`src/rw_defines.svh`:
```
// Read/write engine widths
`ifndef RW_DEFINES_SVH
`define RW_DEFINES_SVH

// ---------------------------------------------------------------------------
// Memory side
// ---------------------------------------------------------------------------
// Byte address of a memory request
`define RW_ADDR_W 32
// Memory word and engine packet data
`define RW_DATA_W 32

// ---------------------------------------------------------------------------
// Engine side
// ---------------------------------------------------------------------------
// Packet index into the array
`define RW_INDEX_W 16
// Packets per run
`define RW_COUNT_W 16
// Destination bit on top of the packet index
`define RW_TAG_W (1 + `RW_INDEX_W)
// Reads in flight
`define RW_OUTSTANDING_W 8

`endif

```
`src/rw_pkg.sv`:
```
// Read/write engine types
package rw_pkg;

    // Operation carried in the top bit of the configuration word
    typedef enum logic [0:0] {
        OP_READ  = 1'b0,
        OP_WRITE = 1'b1
    } rw_opcode_e;

    // Command on the memory request channel
    typedef enum logic [0:0] {
        CMD_READ  = 1'b0,
        CMD_WRITE = 1'b1
    } mem_cmd_e;

    // Top bit of a memory tag, picks the response consumer
    typedef enum logic [0:0] {
        DEST_CONFIG    = 1'b0,
        DEST_GENERATOR = 1'b1
    } resp_dest_e;

    // Run control of the request generator
    typedef enum logic [2:0] {
        S_IDLE         = 3'd0,
        S_FETCH_CONFIG = 3'd1,
        S_WAIT_CONFIG  = 3'd2,
        S_RUN          = 3'd3,
        S_DONE         = 3'd4
    } gen_state_e;

endpackage : rw_pkg

```
`src/rw_response_router.sv`:
```
// Memory response router
`timescale 1ns/1ps
`include "rw_defines.svh"

module rw_response_router (
    input  logic                  ap_clk,
    input  logic                  areset_read_write_engine,
    input  logic                  mem_resp_valid,
    input  logic [`RW_DATA_W-1:0] mem_resp_data,
    input  logic [`RW_TAG_W-1:0]  mem_resp_tag,
    output logic                  mem_resp_ready,
    output logic                  config_resp_valid,
    output logic [`RW_DATA_W-1:0] config_resp_data,
    input  logic                  config_resp_ready,
    output logic                  gen_resp_valid,
    output logic [`RW_DATA_W-1:0] gen_resp_data,
    output logic [`RW_TAG_W-1:0]  gen_resp_tag,
    input  logic                  gen_resp_ready,
    output logic                  empty
);

    // ------------------------------------------------------------------------
    // One-entry holding register
    // ------------------------------------------------------------------------
    logic                  held_valid;
    logic [`RW_DATA_W-1:0] held_data;
    logic [`RW_TAG_W-1:0]  held_tag;
    rw_pkg::resp_dest_e    held_dest;
    logic                  held_taken;

    // Destination sits in the top tag bit
    assign held_dest = rw_pkg::resp_dest_e'(held_tag[`RW_TAG_W-1]);

    // Only the addressed consumer sees valid
    assign config_resp_valid = held_valid && (held_dest == rw_pkg::DEST_CONFIG);
    assign gen_resp_valid    = held_valid && (held_dest == rw_pkg::DEST_GENERATOR);
    assign config_resp_data  = held_data;
    assign gen_resp_data     = held_data;
    assign gen_resp_tag      = held_tag;

    assign held_taken = (config_resp_valid && config_resp_ready) ||
                        (gen_resp_valid && gen_resp_ready);

    // Accept while empty or while the held entry leaves this cycle
    assign mem_resp_ready = !held_valid || held_taken;
    assign empty          = !held_valid;

    always_ff @(posedge ap_clk) begin
        if (areset_read_write_engine) begin
            held_valid <= 1'b0;
        end else if (mem_resp_valid && mem_resp_ready) begin
            held_valid <= 1'b1;
        end else if (held_taken) begin
            held_valid <= 1'b0;
        end
    end

    // Payload follows the accepted response
    always_ff @(posedge ap_clk) begin
        if (mem_resp_valid && mem_resp_ready) begin
            held_data <= mem_resp_data;
            held_tag  <= mem_resp_tag;
        end
    end

    // A stalled memory response stays presented and unchanged
    a_resp_held : assert property (@(posedge ap_clk)
        disable iff (areset_read_write_engine)
        mem_resp_valid && !mem_resp_ready |=>
            mem_resp_valid && $stable(mem_resp_data) && $stable(mem_resp_tag))
        else $error("memory response dropped or changed while stalled");

endmodule : rw_response_router

```
`src/rw_configure_memory.sv`:
```
// Engine configuration unit
`timescale 1ns/1ps
`include "rw_defines.svh"

module rw_configure_memory (
    input  logic                  ap_clk,
    input  logic                  areset_read_write_engine,
    input  logic                  config_request,
    input  logic                  config_resp_valid,
    input  logic [`RW_DATA_W-1:0] config_resp_data,
    output logic                  config_resp_ready,
    output logic                  config_valid,
    output rw_pkg::rw_opcode_e    opcode,
    output logic [`RW_ADDR_W-1:0] array_base
);

    // ------------------------------------------------------------------------
    // Configuration word fields
    // ------------------------------------------------------------------------
    rw_pkg::rw_opcode_e    word_opcode;
    logic [`RW_ADDR_W-1:0] word_base;

    // Opcode in the top data bit
    assign word_opcode = rw_pkg::rw_opcode_e'(config_resp_data[`RW_DATA_W-1]);
    // Base in the low bits, zero-extended
    assign word_base = {{(`RW_ADDR_W-`RW_DATA_W+1){1'b0}}, config_resp_data[`RW_DATA_W-2:0]};

    // Single word per run, never stalls the router
    assign config_resp_ready = 1'b1;

    // Valid cleared by a new run, set by its response
    always_ff @(posedge ap_clk) begin
        if (areset_read_write_engine) begin
            config_valid <= 1'b0;
        end else if (config_request) begin
            config_valid <= 1'b0;
        end else if (config_resp_valid) begin
            config_valid <= 1'b1;
        end
    end

    // Fields held for the whole run
    always_ff @(posedge ap_clk) begin
        if (config_resp_valid) begin
            opcode     <= word_opcode;
            array_base <= word_base;
        end
    end

    // Exactly one config read per run, so no second response
    a_single_config : assert property (@(posedge ap_clk)
        disable iff (areset_read_write_engine)
        config_resp_valid |-> !config_valid)
        else $error("config response while configuration already valid");

endmodule : rw_configure_memory

```
`src/rw_request_generator.sv`:
```
// Read/write request generator
`timescale 1ns/1ps
`include "rw_defines.svh"

module rw_request_generator (
    input  logic                         ap_clk,
    input  logic                         areset_read_write_engine,
    input  logic                         descriptor_valid,
    input  logic [`RW_ADDR_W-1:0]        descriptor_config_addr,
    input  logic [`RW_COUNT_W-1:0]       descriptor_count,
    output logic                         config_request,
    input  logic                         config_valid,
    input  rw_pkg::rw_opcode_e           opcode,
    input  logic [`RW_ADDR_W-1:0]        array_base,
    input  logic                         engine_in_valid,
    input  logic [`RW_INDEX_W-1:0]       engine_in_index,
    input  logic [`RW_DATA_W-1:0]        engine_in_data,
    output logic                         engine_in_ready,
    output logic                         engine_out_valid,
    output logic [`RW_INDEX_W-1:0]       engine_out_index,
    output logic [`RW_DATA_W-1:0]        engine_out_data,
    input  logic                         engine_out_ready,
    output logic                         mem_req_valid,
    output rw_pkg::mem_cmd_e             mem_req_cmd,
    output logic [`RW_ADDR_W-1:0]        mem_req_addr,
    output logic [`RW_DATA_W-1:0]        mem_req_data,
    output logic [`RW_TAG_W-1:0]         mem_req_tag,
    input  logic                         mem_req_ready,
    input  logic                         gen_resp_valid,
    input  logic [`RW_DATA_W-1:0]        gen_resp_data,
    input  logic [`RW_TAG_W-1:0]         gen_resp_tag,
    output logic                         gen_resp_ready,
    output logic                         run_done
);

    // ------------------------------------------------------------------------
    // Run state
    // ------------------------------------------------------------------------
    rw_pkg::gen_state_e          state;
    logic [`RW_ADDR_W-1:0]       config_addr;
    logic [`RW_COUNT_W-1:0]      count_target;
    logic [`RW_COUNT_W-1:0]      processed;
    logic [`RW_OUTSTANDING_W-1:0] outstanding;

    logic packets_left;
    logic outstanding_full;
    logic packet_fire;
    logic read_issue;
    logic out_fire;
    logic resp_fire;

    // New run only from idle or after the previous one finished
    assign config_request = descriptor_valid &&
                            (state == rw_pkg::S_IDLE || state == rw_pkg::S_DONE);

    assign packets_left     = processed != count_target;
    assign outstanding_full = &outstanding;

    // Packet goes straight through to memory
    assign engine_in_ready = (state == rw_pkg::S_RUN) && packets_left &&
                             !outstanding_full && mem_req_ready;
    assign packet_fire = engine_in_valid && engine_in_ready;
    assign read_issue  = packet_fire && (opcode == rw_pkg::OP_READ);

    // Output register frees on the consumer side
    assign gen_resp_ready = !engine_out_valid || engine_out_ready;
    assign resp_fire      = gen_resp_valid && gen_resp_ready;
    assign out_fire       = engine_out_valid && engine_out_ready;

    assign run_done = state == rw_pkg::S_DONE;

    // ------------------------------------------------------------------------
    // Memory request mux
    // ------------------------------------------------------------------------
    always_comb begin
        mem_req_valid = 1'b0;
        mem_req_cmd   = rw_pkg::CMD_READ;
        mem_req_addr  = config_addr;
        mem_req_data  = '0;
        mem_req_tag   = {rw_pkg::DEST_CONFIG, {`RW_INDEX_W{1'b0}}};
        if (state == rw_pkg::S_FETCH_CONFIG) begin
            // Config word read
            mem_req_valid = 1'b1;
        end else if (state == rw_pkg::S_RUN) begin
            mem_req_valid = engine_in_valid && packets_left && !outstanding_full;
            mem_req_cmd   = (opcode == rw_pkg::OP_READ) ? rw_pkg::CMD_READ : rw_pkg::CMD_WRITE;
            mem_req_addr  = array_base + {{(`RW_ADDR_W-`RW_INDEX_W){1'b0}}, engine_in_index};
            mem_req_data  = engine_in_data;
            // Index rides back in the tag
            mem_req_tag   = {rw_pkg::DEST_GENERATOR, engine_in_index};
        end
    end

    // ------------------------------------------------------------------------
    // FSM and counters
    // ------------------------------------------------------------------------
    always_ff @(posedge ap_clk) begin
        if (areset_read_write_engine) begin
            state       <= rw_pkg::S_IDLE;
            processed   <= '0;
            outstanding <= '0;
        end else begin
            case (state)
                rw_pkg::S_IDLE, rw_pkg::S_DONE: begin
                    if (config_request) begin
                        processed <= '0;
                        state     <= rw_pkg::S_FETCH_CONFIG;
                    end
                end
                rw_pkg::S_FETCH_CONFIG: begin
                    if (mem_req_ready) begin
                        state <= rw_pkg::S_WAIT_CONFIG;
                    end
                end
                rw_pkg::S_WAIT_CONFIG: begin
                    if (config_valid) begin
                        state <= rw_pkg::S_RUN;
                    end
                end
                rw_pkg::S_RUN: begin
                    if (packet_fire) begin
                        processed <= processed + 1'b1;
                    end
                    // All packets in and every read returned
                    if (!packets_left && outstanding == '0) begin
                        state <= rw_pkg::S_DONE;
                    end
                end
                default: state <= rw_pkg::S_IDLE;
            endcase
            // Read counted until its data leaves on engine_out
            case ({read_issue, out_fire})
                2'b10:   outstanding <= outstanding + 1'b1;
                2'b01:   outstanding <= outstanding - 1'b1;
                default: outstanding <= outstanding;
            endcase
        end
    end

    // Descriptor fields kept for the run
    always_ff @(posedge ap_clk) begin
        if (config_request) begin
            config_addr  <= descriptor_config_addr;
            count_target <= descriptor_count;
        end
    end

    // ------------------------------------------------------------------------
    // Read response output register
    // ------------------------------------------------------------------------
    always_ff @(posedge ap_clk) begin
        if (areset_read_write_engine) begin
            engine_out_valid <= 1'b0;
        end else if (resp_fire) begin
            engine_out_valid <= 1'b1;
        end else if (engine_out_ready) begin
            engine_out_valid <= 1'b0;
        end
    end

    always_ff @(posedge ap_clk) begin
        if (resp_fire) begin
            engine_out_index <= gen_resp_tag[`RW_INDEX_W-1:0];
            engine_out_data  <= gen_resp_data;
        end
    end

    // Every returned read was issued by this run
    a_no_underflow : assert property (@(posedge ap_clk)
        disable iff (areset_read_write_engine)
        out_fire |-> outstanding != '0)
        else $error("outstanding read counter underflow");

    // Packets only flow once configured
    a_run_only : assert property (@(posedge ap_clk)
        disable iff (areset_read_write_engine)
        packet_fire |-> config_valid)
        else $error("engine packet accepted without a valid configuration");

endmodule : rw_request_generator

```
`src/engine_read_write.sv`:
```
// Read/write engine top level
`timescale 1ns/1ps
`include "rw_defines.svh"

module engine_read_write (
    input  logic                   ap_clk,
    input  logic                   areset_read_write_engine,
    input  logic                   descriptor_valid,
    input  logic [`RW_ADDR_W-1:0]  descriptor_config_addr,
    input  logic [`RW_COUNT_W-1:0] descriptor_count,
    input  logic                   engine_in_valid,
    input  logic [`RW_INDEX_W-1:0] engine_in_index,
    input  logic [`RW_DATA_W-1:0]  engine_in_data,
    output logic                   engine_in_ready,
    output logic                   engine_out_valid,
    output logic [`RW_INDEX_W-1:0] engine_out_index,
    output logic [`RW_DATA_W-1:0]  engine_out_data,
    input  logic                   engine_out_ready,
    output logic                   mem_req_valid,
    output rw_pkg::mem_cmd_e       mem_req_cmd,
    output logic [`RW_ADDR_W-1:0]  mem_req_addr,
    output logic [`RW_DATA_W-1:0]  mem_req_data,
    output logic [`RW_TAG_W-1:0]   mem_req_tag,
    input  logic                   mem_req_ready,
    input  logic                   mem_resp_valid,
    input  logic [`RW_DATA_W-1:0]  mem_resp_data,
    input  logic [`RW_TAG_W-1:0]   mem_resp_tag,
    output logic                   mem_resp_ready,
    output logic                   done
);

    // ------------------------------------------------------------------------
    // Internal links
    // ------------------------------------------------------------------------
    // Router to configuration unit
    logic                  config_resp_valid;
    logic [`RW_DATA_W-1:0] config_resp_data;
    logic                  config_resp_ready;
    // Router to generator
    logic                  gen_resp_valid;
    logic [`RW_DATA_W-1:0] gen_resp_data;
    logic [`RW_TAG_W-1:0]  gen_resp_tag;
    logic                  gen_resp_ready;
    logic                  router_empty;
    // Configuration unit to generator
    logic                  config_request;
    logic                  config_valid;
    rw_pkg::rw_opcode_e    opcode;
    logic [`RW_ADDR_W-1:0] array_base;
    logic                  run_done;

    rw_response_router i_rw_response_router (
        .ap_clk                  (ap_clk),
        .areset_read_write_engine(areset_read_write_engine),
        .mem_resp_valid          (mem_resp_valid),
        .mem_resp_data           (mem_resp_data),
        .mem_resp_tag            (mem_resp_tag),
        .mem_resp_ready          (mem_resp_ready),
        .config_resp_valid       (config_resp_valid),
        .config_resp_data        (config_resp_data),
        .config_resp_ready       (config_resp_ready),
        .gen_resp_valid          (gen_resp_valid),
        .gen_resp_data           (gen_resp_data),
        .gen_resp_tag            (gen_resp_tag),
        .gen_resp_ready          (gen_resp_ready),
        .empty                   (router_empty)
    );

    rw_configure_memory i_rw_configure_memory (
        .ap_clk                  (ap_clk),
        .areset_read_write_engine(areset_read_write_engine),
        .config_request          (config_request),
        .config_resp_valid       (config_resp_valid),
        .config_resp_data        (config_resp_data),
        .config_resp_ready       (config_resp_ready),
        .config_valid            (config_valid),
        .opcode                  (opcode),
        .array_base              (array_base)
    );

    rw_request_generator i_rw_request_generator (
        .ap_clk                  (ap_clk),
        .areset_read_write_engine(areset_read_write_engine),
        .descriptor_valid        (descriptor_valid),
        .descriptor_config_addr  (descriptor_config_addr),
        .descriptor_count        (descriptor_count),
        .config_request          (config_request),
        .config_valid            (config_valid),
        .opcode                  (opcode),
        .array_base              (array_base),
        .engine_in_valid         (engine_in_valid),
        .engine_in_index         (engine_in_index),
        .engine_in_data          (engine_in_data),
        .engine_in_ready         (engine_in_ready),
        .engine_out_valid        (engine_out_valid),
        .engine_out_index        (engine_out_index),
        .engine_out_data         (engine_out_data),
        .engine_out_ready        (engine_out_ready),
        .mem_req_valid           (mem_req_valid),
        .mem_req_cmd             (mem_req_cmd),
        .mem_req_addr            (mem_req_addr),
        .mem_req_data            (mem_req_data),
        .mem_req_tag             (mem_req_tag),
        .mem_req_ready           (mem_req_ready),
        .gen_resp_valid          (gen_resp_valid),
        .gen_resp_data           (gen_resp_data),
        .gen_resp_tag            (gen_resp_tag),
        .gen_resp_ready          (gen_resp_ready),
        .run_done                (run_done)
    );

    // ------------------------------------------------------------------------
    // Done flag
    // ------------------------------------------------------------------------
    // Run finished and nothing left in the router
    always_ff @(posedge ap_clk) begin
        if (areset_read_write_engine) begin
            done <= 1'b0;
        end else begin
            done <= run_done && router_empty;
        end
    end

endmodule : engine_read_write

```
`config.mk`:
```
export PLATFORM = sky130hd
export DESIGN_NAME = engine_read_write
export DESIGN_NICKNAME = d
export VERILOG_FILES = /design/src/rw_pkg.sv /design/src/rw_response_router.sv /design/src/rw_configure_memory.sv /design/src/rw_request_generator.sv /design/src/engine_read_write.sv
export VERILOG_INCLUDE_DIRS = /design/src
export SDC_FILE = /design/constraint.sdc
export NUM_CORES = 1
export LEC_CHECK = 0
export ABC_AREA = 0
export BUFFER_PORTS_ARGS = -buffer_cell sky130_fd_sc_hd__buf_2
export CAP_MARGIN = 20
export CORE_AREA = 5 5 147 149
export DETAILED_ROUTE_END_ITERATION = 16
export DIE_AREA = 0 0 152 154
export GPL_TIMING_DRIVEN = 0
export PLACE_DENSITY = 0.77
export SLEW_MARGIN = 20
export SYNTH_ARGS = -nofsm -noshare
export SYNTH_HDL_FRONTEND = slang
export SYNTH_HIERARCHICAL = 1
export SYNTH_SLANG_ARGS = --single-unit
```
`constraint.sdc`:
```
create_clock -name ap_clk -period 6.6 [get_ports ap_clk]
set_input_delay 0.33 -clock ap_clk [delete_from_list [all_inputs] [get_ports ap_clk]]
set_output_delay 0.33 -clock ap_clk [all_outputs]
set_load 0.1 [all_outputs]
```
==> impl_metrics.sql, run 1 <==
INSERT INTO impl_metrics (metric_group, metric, value, unit) VALUES
('finish', 'final_common_cell', 'sky130_fd_sc_hd__buf_2', ''),
('synthesis', 'post_synth_num_cell_types', '63', ''),
('timing', 'holdWs', '10.1', 'ps'),
('timing', 'finalCritPeriodShare', '66.8', '%'),
('pwr', 'power.density_cell_area', '300', 'nW/um2'),
('routing', 'detail_route.wirelength', '25700', 'um'),
('finish', 'fin_area', '12800', 'um2'),
('placement', 'placement.io_buffers', '286', ''),
('clocking', 'ctsRootBufferMaster', 'sky130_fd_sc_hd__clkbuf_16', ''),
('finish', 'finalNetCount', '1323', ''),
('pwr', 'clock_power_share', '31.0', '%'),
('timing', 'clock_skew', '6.79', 'ps'),
('routing', 'detail_route.iter0.violations', '323', ''),
('routing', 'ant_nets', '0', ''),
('timing', 'slew_limit_headroom', '49.7', '%'),
('routing', 'route.detailed.vias_per_inst', '5.00', ''),
('floorplan', 'die_width', '152', 'um'),
('worst_setup_path', 'required_time_reported_for_the_critical_path_endpoint', '6970', 'ps'),
('placement', 'detailed_place.area', '11300', 'um2'),
('floorplan', 'placement_rows', '52', ''),
('worst_setup_path', 'cp_data_arrival_time', '4780', 'ps'),
('pwr', 'power.net_switching', '1.36', 'mW'),
('worst_setup_path', 'number_of_cells_on_the_critical_path', '16', ''),
('placement', 'dpl.hpwl', '17600', 'um'),
('synthesis', 'synth_edf_count', '177', ''),
('global_route', 'grt_pass1_wl', '39500', 'um'),
('timing', 'highest_clock_frequency_the_design_can_meet', '0.227', 'GHz'),
('pwr', 'pwr-share-seq', '41.1', '%'),
('timing', 'rsz0062_at_grt', 'no', ''),
('worst_setup_path', 'crit_path_max_incr_delay', '480', 'ps'),
('routing', 'vias', '7156', ''),
('worst_setup_path', 'worst-path-buf-inv', '2', ''),
('clocking', 'clk_pin_slew_worst_paths', '60', 'ps'),
('timing', 'max_slew.worst_pin.slew', '754', 'ps'),
('pwr', 'leakage', '5.38', 'nW'),
('worst_setup_path', 'r2r_slack', '2190', 'ps'),
('synthesis', 'postSynth.asyncResetShare', '0', '%'),
('synthesis', 'synth.avg_cell_area', '12.7', 'um2'),
('synthesis', 'number_of_register_bits_inferred_by_synthesis', '208', ''),
('finish', 'diodes', '0', ''),
('synthesis', 'syn-instance-count', '738', ''),
('worst_setup_path', 'path_max_fanout', '10', ''),
('worst_setup_path', 'criticalPathCategory', 'register to register', ''),
('clocking', 'tritoncts', 'built', ''),
('global_route', 'pin_count_of_the_biggest_net_entering_global_routing', '49', ''),
('timing', 'worst_slack', '2190', 'ps'),
('global_route', 'globalRoute.totalOverflow', '0', ''),
('worst_setup_path', 'critical_path.endpoint_type', 'register', ''),
('clocking', 'cts_num_sinks', '208', ''),
('synthesis', 'synth_sequential_area_ratio', '63.5', '%'),
('pwr', 'vdd.ir_drop.worst', '260', 'uV'),
('clocking', 'clk-insertion-delay-late', '500', 'ps'),
('worst_setup_path', 'critPathLaunchType', 'register', ''),
('timing', 'report.final.hold_viol_count', '0', ''),
('routing', 'wl_per_cell', '17.9', 'um'),
('worst_setup_path', 'critPathMostFrequentCell', 'sky130_fd_sc_hd__ha_1', ''),
('routing', 'detail_route.first_pass.iterations', '5', ''),
('floorplan', 'die_y', '154', 'um'),
('floorplan', 'core_area', '20000', 'um2'),
('finish', 'area_delta_synth_final', '37.3', '%'),
('floorplan', 'initial_standard_cell_utilization_of_the_core', '46.6', '%'),
('worst_setup_path', 'worst_setup_path_startpoint', 'i_rw_request_generator/processed[10]$_SDFFE_PP0P_', ''),
('worst_setup_path', 'cp_cell_sequence', 'buf_2, xnor2_1, nand4_1, nor4_2, nand4bb_1, clkbuf_1, or2_2, ha_1, ha_1, a21o_1, a211oi_1, o21ai_0, and3_1, or3_1, xor2_1, nor2_1', ''),
('status', 'outcome', 'finished clean', ''),
('timing', 'timing.final.crit_period', '4410', 'ps'),
('worst_setup_path', 'r2r-end', 'i_rw_request_generator/outstanding[7]$_SDFFE_PP0P_', ''),
('worst_setup_path', 'endpoint', 'i_rw_request_generator/outstanding[7]$_SDFFE_PP0P_', ''),
('job', 'max_cap_viol_count', '0', ''),
('synthesis', 'synth_top_flop_cell', 'sky130_fd_sc_hd__edfxtp_1', ''),
('worst_setup_path', 'timing.critical_path.slowest_stage_cell', 'sky130_fd_sc_hd__nor4_2', ''),
('floorplan', 'die_area', '23400', 'um2');
power by group through the flow:
stage	Clock [mW]	Combinational [mW]	Sequential [mW]
2_1_floorplan	0	0.716	1.69
3_3_place_gp	0	0.994	1.62
3_5_place_dp	0	1.03	1.61
4_1_cts	1.21	1.06	1.58
5_1_grt	1.28	1.12	1.59
6_report	1.19	1.07	1.58
state kept, by name (all words and copies together) (netlist names):
signal and count:
i_rw_request_generator/config_addr 32, i_rw_request_generator/engine_out_data 32, i_rw_response_router/config_resp_data 32, i_rw_configure_memory/array_base 31, i_rw_response_router/gen_resp_tag 17, i_rw_request_generator/count_target 16, i_rw_request_generator/engine_out_index 16, i_rw_request_generator/processed 16
i_rw_request_generator/outstanding 8, i_rw_request_generator/state 3, done 1, i_rw_configure_memory/config_valid 1, i_rw_configure_memory/opcode 1, i_rw_request_generator/engine_out_valid 1, i_rw_response_router/held_valid 1
cell type report:
type / count / area, um2 / area share [%]
multi-input combinational: 455 / 3010 / 23.5
clock inverter: 7 / 65.1 / 0.507
clock buffer: 34 / 627 / 4.89
sequential: 208 / 5940 / 46.3
inverter: 15 / 56.3 / 0.439
timing repair buffer: 382 / 2430 / 18.9
tap: 270 / 338 / 2.63
buffer: 60 / 364 / 2.84
kinds of logic after synthesis:
group	synth area share (%)
AO/OA/AOI/OAI	9.87
multiplexers	0.429
adder cells (fa/ha/maj)	3.64
buffers and inverters	4.50
other	0.0804
XOR/XNOR	4.59
AND/OR/NAND/NOR	13.3
flip-flops	63.5
per-layer routing:
layer	up-vias	GRT usage, %	share of wire (%)
li1	3459	-	-
met1	3367	23.9	38
met2	287	37.7	52
met3	41	6.07	7.9
met4	2	5.91	2.2
met5	-	0	0.027
cell usage after synthesis (5+ instances only):
cell type / count / area share [%]
sky130_fd_sc_hd__o21ai_0: 32 / 1.7
sky130_fd_sc_hd__or3b_1: 7 / 0.66
sky130_fd_sc_hd__ha_1: 24 / 3.2
sky130_fd_sc_hd__nor3_1: 5 / 0.27
sky130_fd_sc_hd__a21oi_1: 40 / 2.1
sky130_fd_sc_hd__o21bai_1: 5 / 0.40
sky130_fd_sc_hd__buf_4: 35 / 2.8
sky130_fd_sc_hd__o21ai_1: 27 / 1.4
sky130_fd_sc_hd__nand3_1: 9 / 0.48
sky130_fd_sc_hd__and2_1: 52 / 3.5
sky130_fd_sc_hd__a31oi_1: 9 / 0.60
sky130_fd_sc_hd__nor3_2: 6 / 0.64
sky130_fd_sc_hd__or3_1: 7 / 0.47
sky130_fd_sc_hd__nor2_1: 48 / 1.9
sky130_fd_sc_hd__nand4_1: 8 / 0.54
sky130_fd_sc_hd__a21o_1: 8 / 0.64
sky130_fd_sc_hd__and3_1: 15 / 1.0
sky130_fd_sc_hd__xnor2_1: 31 / 2.9
sky130_fd_sc_hd__dfxtp_1: 31 / 6.6
sky130_fd_sc_hd__inv_1: 13 / 0.52
sky130_fd_sc_hd__nand2_1: 51 / 2.0
sky130_fd_sc_hd__buf_2: 6 / 0.32
sky130_fd_sc_hd__edfxtp_1: 177 / 57
sky130_fd_sc_hd__clkbuf_1: 18 / 0.72
sky130_fd_sc_hd__xor2_1: 18 / 1.7
worst min path at each step:
stage / startpoint / endpoint / slack (ps) / depth (start not counted)
after floorplan: i_rw_response_router/gen_resp_tag[0]$_DFFE_PP_ / i_rw_request_generator/engine_out_index[0]$_DFFE_PP_ / 400 / 0
after global placement: i_rw_response_router/gen_resp_tag[14]$_DFFE_PP_ / i_rw_request_generator/engine_out_index[14]$_DFFE_PP_ / 400 / 0
after detailed placement: i_rw_response_router/gen_resp_tag[10]$_DFFE_PP_ / i_rw_request_generator/engine_out_index[10]$_DFFE_PP_ / 400 / 0
after CTS: descriptor_count[12] / i_rw_request_generator/count_target[12]$_DFFE_PP_ / 0.009 / 1
after global routing: descriptor_config_addr[22] / i_rw_request_generator/config_addr[22]$_DFFE_PP_ / -4 / 1
final: descriptor_count[10] / i_rw_request_generator/count_target[10]$_DFFE_PP_ / 10 / 1
repair_timing:
action | 4_1_cts | 5_1_grt
resized for setup | 0 | 0
hold buffers | 72 | 15
endpoints found under the hold margin | 72 | 15
per-stage QoR:
stage / power (mW) / cells / setup TNS, ps
2_1_floorplan: 2.40 / 738 / 0
3_3_place_gp: 2.62 / 1294 / -47310
3_5_place_dp: 2.64 / 1303 / 0
4_1_cts: 3.86 / 1416 / 0
5_1_grt: 3.99 / 1431 / 0
6_report: 3.84 / 1431 / 0
Note: power is estimated with default switching activity, not from simulation.
==> run 2, diff against run 1 <==
--- a/config.mk
+++ b/config.mk
@@ -6,14 +6,14 @@
 export SDC_FILE = /design/constraint.sdc
 export NUM_CORES = 1
 export LEC_CHECK = 0
-export ABC_AREA = 0
+export ABC_AREA = 1
 export BUFFER_PORTS_ARGS = -buffer_cell sky130_fd_sc_hd__buf_2
 export CAP_MARGIN = 20
-export CORE_AREA = 5 5 147 149
+export CORE_AREA = 5 5 153 155
 export DETAILED_ROUTE_END_ITERATION = 16
-export DIE_AREA = 0 0 152 154
+export DIE_AREA = 0 0 158 160
 export GPL_TIMING_DRIVEN = 0
-export PLACE_DENSITY = 0.77
+export PLACE_DENSITY = 0.78
 export SLEW_MARGIN = 20
 export SYNTH_ARGS = -nofsm -noshare
 export SYNTH_HDL_FRONTEND = slang
==> constraint.sdc (replaced) <==
create_clock -name ap_clk -period 3.9 [get_ports ap_clk]
set_input_delay 0.195 -clock ap_clk [delete_from_list [all_inputs] [get_ports ap_clk]]
set_output_delay 0.195 -clock ap_clk [all_outputs]
set_load 0.1 [all_outputs]
==> run 2 against run 1 <==
Clock-buffer cell count fell by 7. Clock power rose by 92%. Die area rose by 8.0%. Worst setup slack got worse by 1800 ps. Register-to-register slack got worse by 1300 ps. Final cell count rose by 24%. Critical path type is now register to output port.
==> impl_metrics.sql, run 2 <==
INSERT INTO impl_metrics (metric_group, metric, value, unit) VALUES
('finish', 'layout_common_cells', '287 x sky130_fd_sc_hd__buf_2, 236 x sky130_fd_sc_hd__nand2_1, 177 x sky130_fd_sc_hd__edfxtp_1', ''),
('floorplan', 'die_y', '160', 'um'),
('worst_setup_path', 'critPathLaunchType', 'register', ''),
('placement', 'dpl.hpwl', '20500', 'um'),
('pwr', 'leakage', '6.41', 'nW'),
('synthesis', 'synth_edf_count', '177', ''),
('routing', 'top_signal_layer_used', 'met4', ''),
('worst_setup_path', 'crit_path_max_incr_delay', '430', 'ps'),
('global_route', 'pin_count_of_the_biggest_net_entering_global_routing', '29', ''),
('worst_setup_path', 'timing.critical_path.slowest_stage_cell', 'sky130_fd_sc_hd__buf_2', ''),
('synthesis', 'synth_top_flop_cell', 'sky130_fd_sc_hd__edfxtp_1', ''),
('synthesis', 'warning_count_from_the_yosys_run', '6', ''),
('finish', 'final-instance-count-excl-fill', '1771', ''),
('synthesis', 'synthDominantCellAreaShare', '53.0', '%'),
('timing', 'rsz0062_at_grt', 'no', ''),
('routing', 'detail_route.first_pass.iterations', '5', ''),
('floorplan', 'io_pins', '287', ''),
('synthesis', 'dominant_combinational_cell_family_by_area_after_synthesis', 'simple AND/OR/NAND/NOR gates', ''),
('finish', 'finalNetCount', '1652', ''),
('finish', 'layout-drive-gt1-share', '26.1', '%'),
('worst_setup_path', 'critical_path.endpoint_type', 'output port', ''),
('finish', 'diodes', '0', ''),
('synthesis', 'synth.avg_cell_area', '9.47', 'um2'),
('global_route', 'first_global_vias', '8886', ''),
('synthesis', 'post_synth_xor_area_fraction', '2.18', '%'),
('worst_setup_path', 'cp_data_arrival_time', '3260', 'ps'),
('clocking', 'tritoncts', 'built', ''),
('global_route', 'antenna_found_initial', '0', ''),
('floorplan', 'die_width', '158', 'um'),
('floorplan', 'die_area', '25300', 'um2'),
('clocking', 'clk_pin_slew_worst_paths', '60', 'ps'),
('synthesis', 'synth_largest_area_cell', 'sky130_fd_sc_hd__edfxtp_1', ''),
('placement', 'detailed_place.area', '12000', 'um2'),
('global_route', 'grt_pass1_wl', '44800', 'um'),
('routing', 'vias', '8736', ''),
('finish', 'finish.utilization', '63.5', '%'),
('timing', 'holdWs', '37.5', 'ps'),
('worst_setup_path', 'cp_cell_sequence', 'ha_1, a21oi_1, o21ai_0, nand2b_1, a21boi_0, o21ai_0, nand2_1, nand3_1, nand2_1, buf_2', ''),
('synthesis', 'synthMuxAreaShare', '0', '%'),
('finish', 'area_delta_synth_final', '37.3', '%'),
('synthesis', 'syn-num-nets', '1237', ''),
('global_route', 'globalRoute.totalOverflow', '0', ''),
('timing', 'final-max-slew-violation-count', '0', ''),
('pwr', 'vdd.ir_drop.worst', '479', 'uV'),
('pwr', 'power.density_cell_area', '570', 'nW/um2'),
('synthesis', 'synth_sequential_area_ratio', '59.2', '%'),
('clocking', 'max-clock-path-buffers', '3', ''),
('timing', 'timing.final.crit_period', '3460', 'ps'),
('clocking', 'cts_num_sinks', '208', ''),
('synthesis', 'postSynth.asyncResetShare', '0', '%'),
('worst_setup_path', 'path_max_fanout', '6', ''),
('timing', 'finalCritPeriodShare', '88.7', '%'),
('placement', 'placed_cells', '1631', ''),
('routing', 'post-route-drc-count', '0', ''),
('clocking', 'ctsHtreeMaxLevel', '1', ''),
('placement', 'placement.io_buffers', '286', ''),
('synthesis', 'synth.most_common_cell', 'sky130_fd_sc_hd__nand2_1', ''),
('global_route', 'grt.total_usage', '22.2', '%'),
('routing', 'met3_wirelength', '2490', 'um'),
('status', 'outcome', 'finished clean', ''),
('timing', 'highest_clock_frequency_the_design_can_meet', '0.289', 'GHz'),
('synthesis', 'synth.cells.most_frequent', '236 x sky130_fd_sc_hd__nand2_1, 177 x sky130_fd_sc_hd__edfxtp_1, 152 x sky130_fd_sc_hd__nor2_1', ''),
('routing', 'wl_per_cell', '16.4', 'um'),
('timing', 'report.final.hold_viol_count', '0', ''),
('timing', 'final-setup-viol-count', '0', ''),
('timing', 'slew_limit_headroom', '53.7', '%'),
('floorplan', 'placement_rows', '54', ''),
('synthesis', 'syn-instance-count', '1059', ''),
('routing', 'detail_route.iter0.violations', '573', ''),
('synthesis', 'post_synth_fa_ha_maj_area_fraction', '3.39', '%'),
('synthesis', 'post_synth_and_or_nand_nor_area_fraction', '21.1', '%'),
('clocking', 'ctsRootBufferMaster', 'sky130_fd_sc_hd__clkbuf_16', ''),
('routing', 'detail_route.wirelength', '29100', 'um'),
('clocking', 'cts_inserted_buffers', '23', ''),
('synthesis', 'number_of_register_bits_inferred_by_synthesis', '208', ''),
('placement', 'globalplace.congestion', '0.934', ''),
('synthesis', 'synth_compound_area_share', '5.10', '%'),
('routing', 'route.detailed.vias_per_inst', '4.93', ''),
('timing', 'max_slew.worst_pin.slew', '693', 'ps'),
('routing', 'route.layer.met1.wl', '10800', 'um'),
('routing', 'ant_nets', '0', ''),
('finish', 'fin_area', '13800', 'um2'),
('worst_setup_path', 'criticalPathCategory', 'register to output port', ''),
('finish', 'final_common_cell', 'sky130_fd_sc_hd__buf_2', ''),
('synthesis', 'post_synth_num_cell_types', '44', ''),
('synthesis', 'synthTopCellsByArea', 'sky130_fd_sc_hd__edfxtp_1 53%, sky130_fd_sc_hd__nand2_1 8.8%, sky130_fd_sc_hd__dfxtp_1 6.2%', ''),
('job', 'max_cap_viol_count', '0', ''),
('timing', 'clock_skew', '20.4', 'ps'),
('min_path', 'worstHoldPathType', 'input port to register', ''),
('worst_setup_path', 'required_time_reported_for_the_critical_path_endpoint', '3700', 'ps'),
('floorplan', 'initial_standard_cell_utilization_of_the_core', '46.3', '%'),
('clocking', 'post_cts_resized', '0', ''),
('floorplan', 'core_area', '21700', 'um2'),
('clocking', 'postCtsSetupRepairBufs', '0', ''),
('routing', 'met2WireLength', '15000', 'um'),
('synthesis', 'syn-cell-area', '10000', 'um2'),
('clocking', 'clk-insertion-delay-late', '530', 'ps');
-- run 2: cell types whose count changed after synthesis, sizes merged, moves of 15 or more --
cell and change:
nand3 +45, o21ai -20, and2 -52, nor2 +110, inv +134, nand2 +186
and3 -15, xnor2 -25
-- run 2: what timing repair did --
item / in CTS / in global routing
hold buffers: 98 / 0
hold endpoints to repair: 100 / 0
setup endpoints to repair: 0 / 0
-- run 2: critical path: cells and delay by family, from the launching register on --
family          cells  cell delay (ps)
fa+ha+maj           1              380
compound gates      4              940
simple gates        4              610
flops               1              360
buf+inv             1              430
-- run 2: per-stage QoR --
step / TNS, ps / worst slack (ps) / power, mW
2_1_floorplan: 0 / 9.61 / 4.92
3_3_place_gp: -107710 / -1790 / 5.45
3_5_place_dp: 0 / 869 / 5.52
4_1_cts: 0 / 504 / 7.90
5_1_grt: 0 / 335 / 8.18
6_report: 0 / 441 / 7.86
-- run 2: area by class of cell --
class | instances | area [um2]
fillers | 1671 | 7920
flip-flops and latches | 208 | 5940
multi-input cells | 648 | 3230
repair buffers | 390 | 2550
clock buffers | 27 | 591
inverters | 150 | 563
well taps | 280 | 350
plain buffers | 53 | 335
clock inverters | 15 | 211
-- run 2: kinds of logic after synthesis --
family,after synthesis
buf+inv,203
compound gates,92
simple gates,503
other cells,2
xor+xnor,25
fa+ha+maj,26
flops,208
-- run 2: where the power goes --
group / internal [mW] / switching (mW)
combinational: 0.567 / 2.20
sequential: 2.67 / 0.122
clock: 1.42 / 0.874
-- run 2: worst paths after layout --
path	startpoint	endpoint	slack (ps)	cells past startpoint
max reg2reg	i_rw_request_generator/count_target[14]$_DFFE_PP_	i_rw_request_generator/outstanding[7]$_SDFFE_PP0P_	860	19
min	engine_out_ready	i_rw_request_generator/engine_out_valid$_SDFFE_PP0P_	40	4
max	i_rw_configure_memory/array_base[4]$_DFFE_PP_	mem_req_addr[15]	440	10
min reg2reg	i_rw_response_router/gen_resp_tag[8]$_DFFE_PP_	i_rw_request_generator/engine_out_index[8]$_DFFE_PP_	420	0
-- run 2: per-layer routing --
metal  vias up  track usage (%)
met5         -                0
met3        52             4.52
met1      4025             25.5
met2       375             41.6
met4         0             5.97
li1       4284                -
==> run 3, diff against run 2 <==
--- a/config.mk
+++ b/config.mk
@@ -13,7 +13,7 @@
 export DETAILED_ROUTE_END_ITERATION = 16
 export DIE_AREA = 0 0 158 160
 export GPL_TIMING_DRIVEN = 0
-export PLACE_DENSITY = 0.78
+export PLACE_DENSITY = 0.71
 export SLEW_MARGIN = 20
 export SYNTH_ARGS = -nofsm -noshare
 export SYNTH_HDL_FRONTEND = slang
==> run 3 against run 2 <==
Sequential power about the same. Clock-buffer cell count up 1. Utilization shrank 0.28 points. Critical path depth did not move. Non-clock buffer count up 1. Worst setup slack better by 66 ps. Final area down 0.45%. Combinational power hardly changed.
==> impl_metrics.sql, run 3 (synthesis results as in run 2) <==
INSERT INTO impl_metrics (metric_group, metric, value, unit) VALUES
('status', 'outcome', 'finished clean', ''),
('routing', 'detail_route.first_pass.iterations', '5', ''),
('placement', 'placement.io_buffers', '286', ''),
('timing', 'rsz0062_at_grt', 'no', ''),
('pwr', 'vdd.ir_drop.worst', '405', 'uV'),
('clocking', 'postCtsSetupRepairBufs', '0', ''),
('clocking', 'max-clock-path-buffers', '3', ''),
('routing', 'ant_nets', '0', ''),
('placement', 'dpl.hpwl', '20100', 'um'),
('floorplan', 'die_area', '25300', 'um2'),
('clocking', 'tritoncts', 'built', ''),
('finish', 'fin_area', '13700', 'um2'),
('clocking', 'clk-insertion-delay-late', '520', 'ps'),
('clocking', 'cts_num_sinks', '208', ''),
('clocking', 'ctsHtreeMaxLevel', '1', ''),
('placement', 'placed_cells', '1631', ''),
('worst_setup_path', 'criticalPathCategory', 'register to output port', ''),
('timing', 'worst_slack', '507', 'ps'),
('timing', 'max_slew.worst_pin.slew', '784', 'ps'),
('finish', 'final_common_cell', 'sky130_fd_sc_hd__buf_2', ''),
('worst_setup_path', 'cp_data_arrival_time', '3200', 'ps'),
('routing', 'route.detailed.vias_per_inst', '4.83', ''),
('timing', 'final-setup-viol-count', '0', ''),
('routing', 'detail_route.wirelength', '27800', 'um'),
('clocking', 'clk_pin_slew_worst_paths', '60', 'ps'),
('global_route', 'antenna_found_initial', '2', ''),
('pwr', 'power.total', '7.62', 'mW'),
('global_route', 'globalRoute.totalOverflow', '0', ''),
('pwr', 'leakage', '6.38', 'nW'),
('pwr', 'power.density_cell_area', '556', 'nW/um2'),
('floorplan', 'die_y', '160', 'um'),
('routing', 'wl_per_cell', '15.7', 'um'),
('timing', 'final-max-slew-violation-count', '0', ''),
('floorplan', 'placement_rows', '54', ''),
('timing', 'finalCritPeriodShare', '87.0', '%'),
('worst_setup_path', 'critical_path.endpoint_type', 'output port', ''),
('global_route', 'first_global_vias', '8648', ''),
('placement', 'detailed_place.area', '12000', 'um2'),
('floorplan', 'initial_standard_cell_utilization_of_the_core', '46.3', '%'),
('floorplan', 'core_area', '21700', 'um2'),
('finish', 'n_fill_cell', '1729', ''),
('timing', 'highest_clock_frequency_the_design_can_meet', '0.295', 'GHz'),
('global_route', 'grt_pass1_wl', '42900', 'um'),
('global_route', 'pin_count_of_the_biggest_net_entering_global_routing', '29', ''),
('timing', 'clock_skew', '16.2', 'ps'),
('job', 'max_cap_viol_count', '0', ''),
('timing', 'slew_limit_headroom', '47.7', '%'),
('clocking', 'ctsRootBufferMaster', 'sky130_fd_sc_hd__clkbuf_16', ''),
('finish', 'layout-drive-gt1-share', '26.3', '%'),
('routing', 'detail_route.iter0.violations', '466', ''),
('placement', 'globalplace.congestion', '0.896', ''),
('routing', 'post-route-drc-count', '0', ''),
('min_path', 'worstHoldPathType', 'input port to register', ''),
('floorplan', 'die_width', '158', 'um'),
('timing', 'report.final.hold_viol_count', '0', ''),
('worst_setup_path', 'required_time_reported_for_the_critical_path_endpoint', '3700', 'ps'),
('finish', 'finalNetCount', '1653', ''),
('global_route', 'grt.total_usage', '21.3', '%'),
('floorplan', 'io_pins', '287', ''),
('placement', 'dp_slack', '941', 'ps'),
('clocking', 'post_cts_resized', '0', ''),
('finish', 'area_delta_synth_final', '36.7', '%'),
('worst_setup_path', 'path_max_fanout', '5', ''),
('finish', 'layout_common_cells', '287 x sky130_fd_sc_hd__buf_2, 236 x sky130_fd_sc_hd__nand2_1, 177 x sky130_fd_sc_hd__edfxtp_1', ''),
('worst_setup_path', 'critPathLaunchType', 'register', ''),
('clocking', 'cts_inserted_buffers', '23', ''),
('finish', 'final-instance-count-excl-fill', '1774', ''),
('timing', 'timing.final.crit_period', '3390', 'ps'),
('routing', 'vias', '8568', '');
run 3: changes by cell type in the layout (fill, tap and decap cells not counted), sizes merged:
cell         delta
clkinv          +2
clkbuf          +1
dlygate4sd3     +1
bufinv          -4
diode           +2
clkinvlp        +1
run 3: metal layers:
metal,track usage [%],share of wire [%]
met5,0,0
met4,7.02,3.2
met3,4.98,8.6
met2,37.9,49
met1,25.1,39
run 3: critical path, stage by stage, from the launching register on:
cell and delay, ps:
sky130_fd_sc_hd__edfxtp_1 360, sky130_fd_sc_hd__ha_1 360, sky130_fd_sc_hd__a21oi_1 260, sky130_fd_sc_hd__a21boi_0 260, sky130_fd_sc_hd__nand3_1 170, sky130_fd_sc_hd__a21oi_1 350, sky130_fd_sc_hd__nor2_1 140, sky130_fd_sc_hd__nand2_1 90
sky130_fd_sc_hd__nand3_1 150, sky130_fd_sc_hd__nand2_1 110, sky130_fd_sc_hd__buf_2 430
run 3: worst paths after layout:
check                                                        start                                               endpoint  slack, ps  cells after the start
setup / recovery    i_rw_configure_memory/array_base[11]$_DFFE_PP_                                       mem_req_addr[24]        510                     10
hold / removal                                    engine_out_ready   i_rw_request_generator/engine_out_valid$_SDFFE_PP0P_         40                      4
setup reg to reg  i_rw_request_generator/processed[4]$_SDFFE_PP0P_     i_rw_request_generator/outstanding[7]$_SDFFE_PP0P_        930                     19
hold reg to reg    i_rw_response_router/gen_resp_tag[15]$_DFFE_PP_  i_rw_request_generator/engine_out_index[15]$_DFFE_PP_        410                      0
run 3: layout make-up:
cell class	count	area, um2	area share (%)
Antenna cell	2	5.00	0.0365
Buffer	53	335	2.45
Clock buffer	28	614	4.48
Clock inverter	14	111	0.812
Inverter	150	563	4.11
Multi-Input combinational cell	648	3230	23.6
Sequential cell	208	5940	43.3
Tap cell	280	350	2.55
Timing Repair Buffer	391	2560	18.7
run 3: stage by stage:
step	utilization [%]	setup TNS, ps	hold WS [ps]
global placement	54.5	-115860	371
finish	63.2	0	35.9
CTS	63.2	0	13.4
floorplan	-	0	262
global route	63.2	0	44.3
detailed placement	55.3	0	373
run 3: power breakdown:
group	internal [mW]	leakage (nW)	total, mW	switching [mW]
logic	0.567	4.10	2.76	2.19
clock network	1.20	0.359	2.07	0.875
registers	2.67	1.92	2.79	0.117
total	4.44	6.38	7.62	3.18
run 3: repair_timing:
item	CTS	global route
hold buffers	99	0
endpoints found under the hold margin	100	0
setup endpoints to repair	0	0
